## src/hdl/cpuPkg.sv

```systemverilog
package cpuPkg;

	typedef logic [15:0] word_t;
	typedef logic [3:0] regIdx_t;

	typedef enum logic [3:0] {
		opAdd = 4'h0,
		opSub = 4'h1,
		opAnd = 4'h2,
		opOr  = 4'h3,
		opXor = 4'h4,
		opShl = 4'h5,
		opShr = 4'h6,
		opMov = 4'h7,
		opLdi = 4'h8,
		opLd  = 4'h9,
		opSt  = 4'hA,
		opJmp = 4'hB,
		opJz  = 4'hC,
		opJc  = 4'hD,
		opJr  = 4'hE,
		opNop = 4'hF
	} opcode_e;

	typedef struct packed {
		opcode_e opcode;
		regIdx_t dst;
		regIdx_t src;
		logic [3:0] spare;
	} regForm_s;

	typedef struct packed {
		opcode_e opcode;
		regIdx_t dst;
		logic [7:0] imm;
	} immForm_s;

	// Same instruction word, two field layouts
	typedef union packed {
		regForm_s regForm;
		immForm_s immForm;
	} instr_u;

	typedef struct packed {
		word_t addr;
		word_t wdata;
		logic we;
	} busReq_s;

	typedef enum logic [1:0] {
		wbAlu = 2'd0,
		wbImm = 2'd1,
		wbMem = 2'd2,
		wbSrc = 2'd3
	} wbSel_e;

	typedef enum logic [1:0] {
		pcIncr = 2'd0,
		pcImm  = 2'd1,
		pcReg  = 2'd2
	} pcSel_e;

	typedef struct packed {
		opcode_e op;
		regIdx_t dst;
		regIdx_t src;
		logic regWe;
		logic flagWe;
		wbSel_e wbSel;
		pcSel_e pcSel;
		logic memWe;
		logic memRd;
		word_t imm;
	} ctrl_s;

endpackage
```

## src/hdl/busArbiter.sv

```systemverilog
module busArbiter
	import cpuPkg::*;
#(
	parameter int memAddrBits = 8
) (
	input logic hostEn,
	input busReq_s hostReq,
	input busReq_s cpuReq,
	output busReq_s memReq,
	output logic grant
);

	busReq_s winner;

	// Host always wins
	assign winner = hostEn ? hostReq : cpuReq;
	assign grant = ~hostEn;

	always_comb begin
		memReq = winner;
		memReq.addr = '0;
		memReq.addr[memAddrBits-1:0] = winner.addr[memAddrBits-1:0];
	end

endmodule

```

## config.mk

```make
export PLATFORM = sky130hd
export DESIGN_NAME = busArbiter
export DESIGN_NICKNAME = d
export VERILOG_FILES = /design/src/hdl/cpuPkg.sv /design/src/hdl/busArbiter.sv
export SDC_FILE = /design/constraint.sdc
export NUM_CORES = 1
export LEC_CHECK = 0
export BUFFER_PORTS_ARGS = -buffer_cell sky130_fd_sc_hd__buf_2
export CAP_MARGIN = 20
export CORE_UTILIZATION = 23
export DETAILED_ROUTE_END_ITERATION = 8
export PLACE_DENSITY = 0.91
export SYNTH_ARGS = -nofsm -noshare
export SYNTH_HDL_FRONTEND = slang
export SYNTH_SLANG_ARGS = --single-unit
```

## constraint.sdc

```tcl
create_clock -name vclk -period 0.82
set_input_delay 0.164 -clock vclk [all_inputs]
set_output_delay 0.164 -clock vclk [all_outputs]
set_load 0.05 [all_outputs]
```

### Yosys cells after proc, flatten, opt, wreduce, memory -nomap -nowiden

Cells that the tools add are included.

* mux-type cells: 1
* bitwise logic cells: 1

Operators with widths (count)
* $mux 25: 1
* $not 1->1: 1

* logic and storage cells: 2
* bits in registers: 0

### Logic depth before layout (Yosys ltp)

* depth in word-level cells: 1
* depth in mapped cells: 3
* depth with buffers taken out: 1

### Least setup slack after synthesis

OpenSTA, ideal clock, no wires.

* kind: input-to-output
* from: input hostEn
* to: output memReq[10] (netlist bit)
* data arrival time: 0.807 ns
* cell stages on the path: 3
* slack: -0.151 ns
* path through: buf_6 buf_12 mux2_4

RTL lines
* start: declaration: RTL line busArbiter.sv:6 `input logic hostEn,`
* end: declaration: RTL line busArbiter.sv:9 `output busReq_s memReq,`

==> run metrics <==
status=finished, violations left; failing checks=negative setup slack; Clock buffer cells=0; pwr/cell area=between 900 and 1000 nW/um2; final critical-path setup slack=-0.233 ns; chip width=approximately 47 um; Critical Path AT=roughly 0.89 ns; Filler cells=155; maxcap violations=0; row cnt=16; hold_sp=cpuReq[3]; Final HPWL DP=1180 um; Antenna Nets Post-Route=0; nets@finish=~180; DRC viols=0; share of the synthesized area in the top cell type=about three fifths; fin. max-slew vios=0; Setup Buffers After CTS=0; I/O Pins=101; YS warnings=0; final hold viol count=0; RSZ-0062 raised after global routing=yes; final cycle utilization of the critical path=128%; ratio of cells with drive above 1 in the final layout=93.0%; 1st-iter DRT viols=4; storage element area=0 um2; drt wl/cell=approximately 12 um; # diodes=0; vias in the first global route=roughly 500; Synth area leaders=mux2_4 (60%), mux2_2 (14%), buf_4 (13%), buf_12 (8.5%), buf_6 (2.4%); first-pass GRT wire length=2050 um; starting density of the core=between 20% and 30%; Vias/cell=4.11; die area=2240 um2; largest area contributor in the netlist=mux2_4; largest net degree at the start of global routing=9; crit path launch type=primary input; crit path kind=primary input to output pin; Yosys cell types=7; fmax=about 950 MHz; Mapped Avg Cell Area=~12 um2; total congestion overflow=0; DR pass1 iterations=3; hold slack=0.679 ns; die height=47.3 um; post-synthesis instance total=38; Hold Path Stages=3; CP startpoint=hostEn; Area growth syn-to-layout=140%; routed wire length=about 1700 um; CP endpoint kind=output pin; IO Port Bufs=slightly below 80; Seq Cell Count=0; leakage=~0.00065 uW; gpl congestion=between 0.7 and 0.8; Seq/Total Area, Yosys=0%; Max IR drop VDD=0.497 mV; Vias=around 580; GRT Overall Usage=12.5%; minimum clock period=1.05 ns; post-synthesis cell area=~470 um2; CP Max Fanout=8; Setup Viol. Count Final=25; post-route insts no fill=between 100 and 150; initial antenna violation count=0; Req. time, crit path=~0.66 ns; Hold WC Path Type=primary input to output pin; Inst Count DP=140; placed cell area=846 um2; Final Cell Area=1130 um2; Core ar.=just under 2000 um2
cells by family (layout without fill, tap and decap cells):
kind of cell,count (synthesis),after routing,share of synthesized area (%)
other cells,1,8,0.795
mux,25,25,74.8
buf+inv,12,82,24.4
repair_timing:
action | CTS | global route
setup endpoints to repair | 26 | 26
gates cloned | 2 | 0
gates resized for setup | 71 | 2
hold buffers | 0 | 0
critical path, stage by stage:
cell    delay [ns]
buf_12        0.12
buf_16        0.14
mux2_4        0.31
buf_8         0.15
report_power, final:
group	internal, uW	switching, uW	total (uW)
combinational	493	602	1090
clock	0	0	0
sequential	0	0	0
total	493	602	1090
worst paths after layout:
check / endpoint / slack [ns]
max: memReq[5] / -0.23
min: memReq[3] / 0.68
layout by cell type, fill, tap and decap left out:
master	count
buf_6	18
conb_1	8
buf_2	50
buf_8	8
mux2_4	25
inv_2	1
buf_12	3
buf_16	2
cell type report:
| class | instances | area, um2 | area share (%) |
|---|---|---|---|
| Inverter | 1 | 3.75 | 0.332 |
| Multi-Input combinational cell | 33 | 405 | 35.8 |
| Tap cell | 27 | 33.8 | 2.99 |
| Timing Repair Buffer | 81 | 688 | 60.8 |
per-stage QoR:
step / setup TNS, ns / util (%) / setup slack [ns] / total power (uW)
after global placement: -8.14 / 43.6 / -0.356 / 844
after CTS: -5.56 / 58.1 / -0.236 / 1090
after detailed placement: -8.38 / 43.6 / -0.378 / 854
after floorplan: -3.15 / - / -0.143 / 693
final: -5.53 / 58.2 / -0.233 / 1090
after global routing: -5.84 / 58.2 / -0.246 / 1140
layer usage:
| metal | wire (um) | track usage, % |
|---|---|---|
| met4 | 0 | 0 |
| met1 | 499 | 11.7 |
| met3 | 229 | 0.769 |
| met2 | 924 | 29.3 |
| met5 | 0 | 0 |
cells in the mapped netlist:
library cell / number
mux2_4: 19
buf_12: 2
conb_1: 1
buf_6: 1
mux2_2: 6
inv_1: 1
buf_4: 8
(Power assumes the default switching activity.)
