`src/hdl/cpuPkg.sv`:
```
package cpuPkg;

	typedef logic [15:0] word_t;
	typedef logic [3:0] regIdx_t;

	typedef enum logic [3:0] {
		opAdd = 4'h0,
		opSub = 4'h1,
		opAnd = 4'h2,
		opOr  = 4'h3,
		opXor = 4'h4,
		opShl = 4'h5,
		opShr = 4'h6,
		opMov = 4'h7,
		opLdi = 4'h8,
		opLd  = 4'h9,
		opSt  = 4'hA,
		opJmp = 4'hB,
		opJz  = 4'hC,
		opJc  = 4'hD,
		opJr  = 4'hE,
		opNop = 4'hF
	} opcode_e;

	typedef struct packed {
		opcode_e opcode;
		regIdx_t dst;
		regIdx_t src;
		logic [3:0] spare;
	} regForm_s;

	typedef struct packed {
		opcode_e opcode;
		regIdx_t dst;
		logic [7:0] imm;
	} immForm_s;

	// Same instruction word, two field layouts
	typedef union packed {
		regForm_s regForm;
		immForm_s immForm;
	} instr_u;

	typedef struct packed {
		word_t addr;
		word_t wdata;
		logic we;
	} busReq_s;

	typedef enum logic [1:0] {
		wbAlu = 2'd0,
		wbImm = 2'd1,
		wbMem = 2'd2,
		wbSrc = 2'd3
	} wbSel_e;

	typedef enum logic [1:0] {
		pcIncr = 2'd0,
		pcImm  = 2'd1,
		pcReg  = 2'd2
	} pcSel_e;

	typedef struct packed {
		opcode_e op;
		regIdx_t dst;
		regIdx_t src;
		logic regWe;
		logic flagWe;
		wbSel_e wbSel;
		pcSel_e pcSel;
		logic memWe;
		logic memRd;
		word_t imm;
	} ctrl_s;

endpackage
```
`src/hdl/processor.sv`:
```
module processor
	import cpuPkg::*;
(
	input logic clk,
	input logic rst,
	output busReq_s cpuReq,
	input word_t rdata,
	input logic grant
);

	typedef enum logic {
		stFetch = 1'b0,
		stExec  = 1'b1
	} state_e;

	state_e state;
	word_t pc;
	word_t nextPc;
	instr_u ir;
	ctrl_s ctrl;

	word_t dstData;
	word_t srcData;
	word_t wbData;
	word_t aluResult;
	logic cFlag;
	logic zFlag;
	logic commit;

	// Execute step completes only when the bus is ours
	assign commit = (state == stExec) && grant;

	registerFile regFile (
		.clk(clk),
		.rst(rst),
		.we(ctrl.regWe && commit),
		.dst(ctrl.dst),
		.src(ctrl.src),
		.wdata(wbData),
		.dstData(dstData),
		.srcData(srcData)
	);

	alu aluUnit (
		.clk(clk),
		.rst(rst),
		.op(ctrl.op),
		.a(dstData),
		.b(srcData),
		.flagWe(ctrl.flagWe && commit),
		.result(aluResult),
		.cFlag(cFlag),
		.zFlag(zFlag)
	);

	decoder decode (
		.instr(ir),
		.cFlag(cFlag),
		.zFlag(zFlag),
		.ctrl(ctrl)
	);

	always_comb begin
		case (ctrl.wbSel)
			wbImm: wbData = ctrl.imm;
			wbMem: wbData = rdata;
			wbSrc: wbData = srcData;
			default: wbData = aluResult;
		endcase

		case (ctrl.pcSel)
			pcImm: nextPc = ctrl.imm;
			pcReg: nextPc = srcData;
			default: nextPc = pc + 16'd1;
		endcase
	end

	// Bus request
	always_comb begin
		cpuReq.addr = pc;
		cpuReq.wdata = srcData;
		cpuReq.we = 1'b0;
		if (state == stExec) begin
			if (ctrl.memRd) begin
				cpuReq.addr = srcData;
			end else if (ctrl.memWe) begin
				cpuReq.addr = dstData;
				cpuReq.we = 1'b1;
			end
		end
	end

	always_ff @(posedge clk, posedge rst) begin
		if (rst) begin
			state <= stFetch;
			pc <= '0;
			ir.regForm <= '{opcode: opNop, dst: '0, src: '0, spare: '0};
		end else if (grant) begin
			case (state)
				stFetch: begin
					ir <= rdata;
					state <= stExec;
				end
				stExec: begin
					pc <= nextPc;
					state <= stFetch;
				end
				default: state <= stFetch;
			endcase
		end
	end

endmodule

```
`src/hdl/decoder.sv`:
```
module decoder
	import cpuPkg::*;
(
	input instr_u instr,
	input logic cFlag,
	input logic zFlag,
	output ctrl_s ctrl
);

	always_comb begin
		ctrl.op = instr.regForm.opcode;
		ctrl.dst = instr.regForm.dst;
		ctrl.src = instr.regForm.src;
		ctrl.imm = {8'h00, instr.immForm.imm};
		ctrl.regWe = 1'b0;
		ctrl.flagWe = 1'b0;
		ctrl.wbSel = wbAlu;
		ctrl.pcSel = pcIncr;
		ctrl.memWe = 1'b0;
		ctrl.memRd = 1'b0;

		case (instr.regForm.opcode)
			opAdd, opSub, opAnd, opOr, opXor, opShl, opShr: begin
				ctrl.regWe = 1'b1;
				ctrl.flagWe = 1'b1;
			end
			opMov: begin
				ctrl.regWe = 1'b1;
				ctrl.wbSel = wbSrc;
			end
			opLdi: begin
				ctrl.regWe = 1'b1;
				ctrl.wbSel = wbImm;
			end
			opLd: begin
				ctrl.regWe = 1'b1;
				ctrl.wbSel = wbMem;
				ctrl.memRd = 1'b1;
			end
			// Address from dst, data from src
			opSt: ctrl.memWe = 1'b1;
			opJmp: ctrl.pcSel = pcImm;
			opJz: begin
				if (zFlag) begin
					ctrl.pcSel = pcImm;
				end
			end
			opJc: begin
				if (cFlag) begin
					ctrl.pcSel = pcImm;
				end
			end
			opJr: ctrl.pcSel = pcReg;
			default: ctrl.pcSel = pcIncr;
		endcase
	end

endmodule

```
`src/hdl/alu.sv`:
```
module alu
	import cpuPkg::*;
(
	input logic clk,
	input logic rst,
	input opcode_e op,
	input word_t a,
	input word_t b,
	input logic flagWe,
	output word_t result,
	output logic cFlag,
	output logic zFlag
);

	logic carry;
	logic [16:0] wide;

	always_comb begin
		wide = '0;
		carry = 1'b0;
		result = '0;
		case (op)
			opAdd: begin
				wide = {1'b0, a} + {1'b0, b};
				result = wide[15:0];
				carry = wide[16];
			end
			opSub: begin
				// Bit 16 of the extended difference is the borrow
				wide = {1'b0, a} - {1'b0, b};
				result = wide[15:0];
				carry = wide[16];
			end
			opAnd: result = a & b;
			opOr: result = a | b;
			opXor: result = a ^ b;
			opShl: begin
				result = {a[14:0], 1'b0};
				carry = a[15];
			end
			opShr: begin
				result = {1'b0, a[15:1]};
				carry = a[0];
			end
			default: result = '0;
		endcase
	end

	// Flags held for later conditional jumps
	always_ff @(posedge clk, posedge rst) begin
		if (rst) begin
			cFlag <= 1'b0;
			zFlag <= 1'b0;
		end else if (flagWe) begin
			cFlag <= carry;
			zFlag <= (result == '0);
		end
	end

endmodule

```
`src/hdl/registerFile.sv`:
```
module registerFile
	import cpuPkg::*;
(
	input logic clk,
	input logic rst,
	input logic we,
	input regIdx_t dst,
	input regIdx_t src,
	input word_t wdata,
	output word_t dstData,
	output word_t srcData
);

	word_t regs [16];

	always_ff @(posedge clk, posedge rst) begin
		if (rst) begin
			for (int i = 0; i < 16; i++) begin
				regs[i] <= '0;
			end
		end else if (we) begin
			regs[dst] <= wdata;
		end
	end

	// Both read ports are combinational
	assign dstData = regs[dst];
	assign srcData = regs[src];

endmodule

```
`config.mk`:
```
export PLATFORM = sky130hd
export DESIGN_NAME = processor
export DESIGN_NICKNAME = d
export VERILOG_FILES = /design/src/hdl/cpuPkg.sv /design/src/hdl/processor.sv /design/src/hdl/decoder.sv /design/src/hdl/alu.sv /design/src/hdl/registerFile.sv
export SDC_FILE = /design/constraint.sdc
export NUM_CORES = 1
export LEC_CHECK = 0
export BUFFER_PORTS_ARGS = -buffer_cell sky130_fd_sc_hd__clkbuf_2
export CAP_MARGIN = 20
export CORE_MARGIN = 2
export CORE_UTILIZATION = 50
export CTS_BUF_LIST = sky130_fd_sc_hd__clkbuf_8
export CTS_CLUSTER_SIZE = 10
export DETAILED_ROUTE_END_ITERATION = 8
export PLACE_DENSITY = 0.66
export SYNTH_ARGS = -nofsm -noshare
export SYNTH_HDL_FRONTEND = slang
export SYNTH_SLANG_ARGS = --single-unit
```
`constraint.sdc`:
```
create_clock -name clk -period 13.7 [get_ports clk]
set_clock_uncertainty 0.15 [all_clocks]
set_input_delay 2.74 -clock clk [delete_from_list [all_inputs] [get_ports clk]]
set_output_delay 2.74 -clock clk [all_outputs]
set_load 0.01 [all_outputs]
```
# == Word-level counts from Yosys, hierarchy flattened ==
# Index checks and enable logic that the tools add are counted.
# classes
n_addsub,3
magnitude_cmp,3
n_eq_ne,19
mux,28
bitwise_logic,6
n_reduce_logical,10
# op_table
cell,count
256-bit bitwise mux,1
16-bit binary-select mux with 4-bit select,2
16-bit two-way mux,8
16-bit one-hot mux with 7 select lines,1
16-bit demux with 4-bit select,1
16-bit one-hot mux with 3 select lines,1
16-bit one-hot mux with 2 select lines,1
"4-bit equality test, second input constant",7
16-bit by 16-bit adder with 17-bit output,1
16-bit by 16-bit subtractor with 17-bit output,1
"16-bit by 1-bit adder with 16-bit output, second input constant",1
16-bit bitwise AND,1
"4-bit by 3-bit equality test with 1-bit output, second input constant",4
16-bit logical NOT,1
16-bit OR,1
16-bit bitwise XOR,1
"5-bit >= comparator, second input constant",2
4-bit NOT with 5-bit output,2
10-bit OR reduction,1
1-bit two-way mux,9
"4-bit by 2-bit equality test with 1-bit output, second input constant",2
2-bit one-hot mux with 4 select lines,1
7-bit OR reduction,1
"2-bit equality test, second input constant",3
other kinds (10),15
# totals
reg_bits,291
output_inout_bits,33
elab_cells,90

# == Depth between registers and ports, before layout ==
# logic_depth
ltp_word,8
mapped_depth,22
depth_no_buf,17

# == Cells and area by module ==
# Synthesis repeated with hierarchy kept, for this count alone.
# unflattened
hier_cells,1573
area_unflattened_um2,19187.2
# modules_own_cells
module,instances,cells_per_inst,area_per_inst_um2
registerFile,1,849,13345.3
alu,1,430,2950.3
processor,1,245,2548.7
decoder,1,49,342.8

# == Least setup slack after synthesis ==
# OpenSTA, ideal clock, no wires.
# synth_timing
kind,register to output
startpoint,register ir[12] in the netlist's numbering
endpoint,output port cpuReq[22] in the netlist's numbering
arrival_time_ps,2733
setup_slack_ps,8077
path_stages_with_launch,10
path_buffers,5
cell_sequence,dfstp_2 -> buf_2 -> clkbuf_1 -> buf_2 -> buf_1 -> nand2_1 -> a21oi_1 -> clkbuf_1 -> nor2_1 -> a21oi_1
# synth_lines
item,line_no,text
from (decl),processor.sv:19,instr_u ir;
from (signal assigned),processor.sv:101,ir <= rdata;
to (decl),processor.sv:6,"output busReq_s cpuReq,"

==> impl_metrics.csv <==
group,metric,value,unit
outcome,status,"completed",
logic_synthesis,syn_nets,1915,
timing,fin_setup_tns,0,ns
floorplanning,die_height,196,um
logic_synthesis,synth_compound_area_frac,0.183,
layout,multiInputGateArea,10300,um2
global_route,grt_pass1_wl,91500,um
routing,drc,0,
routing,wl_met1,24000,um
logic_synthesis,ys_async_sr_fraction,1.00,
logic_synthesis,ys.flop_type,"dfrtp_1",
routing,first_pass_iters,5,
logic_synthesis,synth.largest_area_cell,"dfrtp_1",
routing,top_layer,"met4",
logic_synthesis,synth_area_leaders,"dfrtp_1 (39%), mux4_2 (17%), a21oi_1 (7.2%), nor2_1 (5.5%), ha_1 (3.7%)",
hold_path,hp-class,"register to register",
setup_path,crit_required,10.81,ns
clocking,cts-hold-fix-buffers,0,
logic_synthesis,yosysSeqAreaShare,0.395,
timing,slew_headroom,0.180,
clocking,post_cts_resized,0,
timing,timing.final.crit_share,0.523,
logic_synthesis,synth_mux_area_frac,0.208,
run,cap_violations,0,
clocking,cts_buffers,49,
logic_synthesis,ys.warnings.count,0,
logic_synthesis,yosys-top-cells-count,"dfrtp_1 (287), nor2_1 (268), a21oi_1 (264)",
clocking,clkSlewWorstSetupHoldPaths,0.06,ns
layout,areaGrowthSynthToFinish,8.80,%
global_route,antenna_found_initial,0,
setup_path,worst-setup-path-type,"register to output pin",
layout,post-route-util,0.551,
place,dp_hpwl,40200,um
timing,setup_viol,0,
layout,final_cell_area,20100,um2
place,dpl.cell_count,2243,
routing,wirelength,58900,um
logic_synthesis,synth_most_common_cell,"dfrtp_1",
layout,fill_cells,3181,
timing,fmax,0.140,GHz
logic_synthesis,ys_ff_latch,291,
layout,nNetsFinal,1905,
clocking,cts.sinks,291,
place,gp_congestion,0.967,
setup_path,crit_arrival,4.28,ns
global_route,grt_overflow_total,0,
setup_path,worstPathMaxFanout,48,
layout,fin_cells,2334,
floorplanning,pin_count,52,
routing,route.met3.wl,4800,um
timing,worst_pin_slew,1.23,ns
floorplanning,core_area,36400,um2
routing,route.met2.wl,27800,um
layout,layout-drive-gt1-share,0.214,
logic_synthesis,yosys.area.top_type_share,0.389,
layout,ff_latch_area,7300,um2
place,placed_cell_area,19000,um2
clocking,cts.path.max_buffers,3,
clocking,cts-root-buf,"clkbuf_8",
logic_synthesis,synth_edf_count,0,
logic_synthesis,synth_top_family_by_area,"multiplexers",
logic_synthesis,syn-cell-area,18500,um2
timing,slew_viol_final,0,
routing,antenna_left,0,
clocking,htree_num_levels,2,
routing,vias_per_cell,6.62,
clocking,tritoncts,"built",
global_route,grt_usage,0.312,
timing,rsz0062_at_grt,"false",
routing,vias,15500,
clocking,clk_latency,0.60,ns
logic_synthesis,synthAdderAreaFrac,0.0388,
logic_synthesis,synth.distinct_cells,85,
logic_synthesis,synthSimpleGateAreaFrac,0.124,
clocking,post_cts_buffers,0,
layout,antenna_cells,0,
floorplanning,rows,70,
global_route,grt_pass1_vias,15300,
logic_synthesis,synth_xor_area_frac,0.000949,
floorplanning,start_util,0.506,
floorplanning,dieWidth,196,um
global_route,grt_max_degree,93,
floorplanning,dieArea,38500,um2
setup_path,worst_setup_path_start_kind,"register",
timing,period_needed,7.17,ns
routing,wire_per_inst,25.2,um
setup_path,cp-end-kind,"output pin",
place,portBuffers,51,
timing,hold_viol,0,
logic_synthesis,syn_inst,1840,
logic_synthesis,avgSynthCellArea,10.0,um2
routing,drt_iter0_drc,1615,
[cells by family after synthesis]
logic type,count (synthesis)
AOI/OAI and AO/OA,548
and+or+nand+nor,524
DFF,291
buffers and inverters,222
muxes,197
adders and majority gates,56
xor gates and xnor gates,2
[metrics by stage]
step / setup WS, ns / hold slack [ns]
floorplan: 2.78 / 0.308
global placement: 6.85 / 0.330
detailed placement: 6.87 / 0.346
CTS: 6.20 / 0.356
global route: 6.27 / 0.383
finish: 6.53 / 0.351
[worst paths after layout]
path                                          startpoint                       endpoint  slack (ns)  cells past startpoint
hold reg to reg            regFile.regs[217]$_DFFE_PP0P_  regFile.regs[217]$_DFFE_PP0P_        0.35                      2
max in group asynchronous                            rst              ir[4]$_DFFE_PP0P_        9.08                      4
setup reg to reg                       ir[9]$_DFFE_PP0P_  regFile.regs[234]$_DFFE_PP0P_        6.96                     15
min in group asynchronous                            rst  regFile.regs[187]$_DFFE_PP0P_        2.09                      2
setup / recovery                       ir[9]$_DFFE_PP0P_                     cpuReq[17]        6.53                      9
hold / removal             regFile.regs[217]$_DFFE_PP0P_  regFile.regs[217]$_DFFE_PP0P_        0.35                      2
[worst max-delay path: stages (launching register included)]
cell and delay [ns]:
dfrtp_4 0.62, buf_4 0.72, mux4_2 0.60, nand2_1 0.08, nand2_1 0.08, o21ai_0 0.86
inv_1 0.16, o22ai_1 0.18, a21oi_1 0.14, clkbuf_2 0.19
[routing by layer]
| metal | up-vias | track usage |
|---|---|---|
| met5 | - | 0 |
| met4 | 0 | 0.134 |
| met3 | 156 | 0.0442 |
| met2 | 804 | 0.500 |
| met1 | 7713 | 0.428 |
| li1 | 6788 | - |
[flip-flops by register name, summed over array words and instances, names as in the netlist]
name           cells
aluUnit.cFlag      1
state              1
pc                16
regFile.regs     256
ir                16
aluUnit.zFlag      1
[cell usage in the layout (no fill, tap or decap), drive strengths merged, types with 7 or more instances in the layout]
cell / n
mux2: 31
o22ai: 24
a221o: 7
dfrtp: 287
inv: 76
a2111oi: 7
o211ai: 10
nand2b: 8
o21ai: 111
a221oi: 30
a211oi: 10
a31oi: 12
clkbuf: 112
mux4: 144
buf: 49
a21oi: 267
nand2: 142
nor3: 17
mux2i: 22
a22oi: 10
a21o: 8
ha: 54
nand3: 19
nor2b: 10
and3: 9
nor2: 268
clkinv: 8
[final cells by class]
cell class	instances	share of cell area
clock inverter	26	0.00723
timing repair buffer	100	0.0320
inverter	61	0.0118
sequential	291	0.364
tap	468	0.0292
multi-input combinational	1327	0.514
clock buffer	61	0.0418
Power is not shown: default switching activity piles up to over one toggle a cycle in this logic, so the estimate is an artifact.
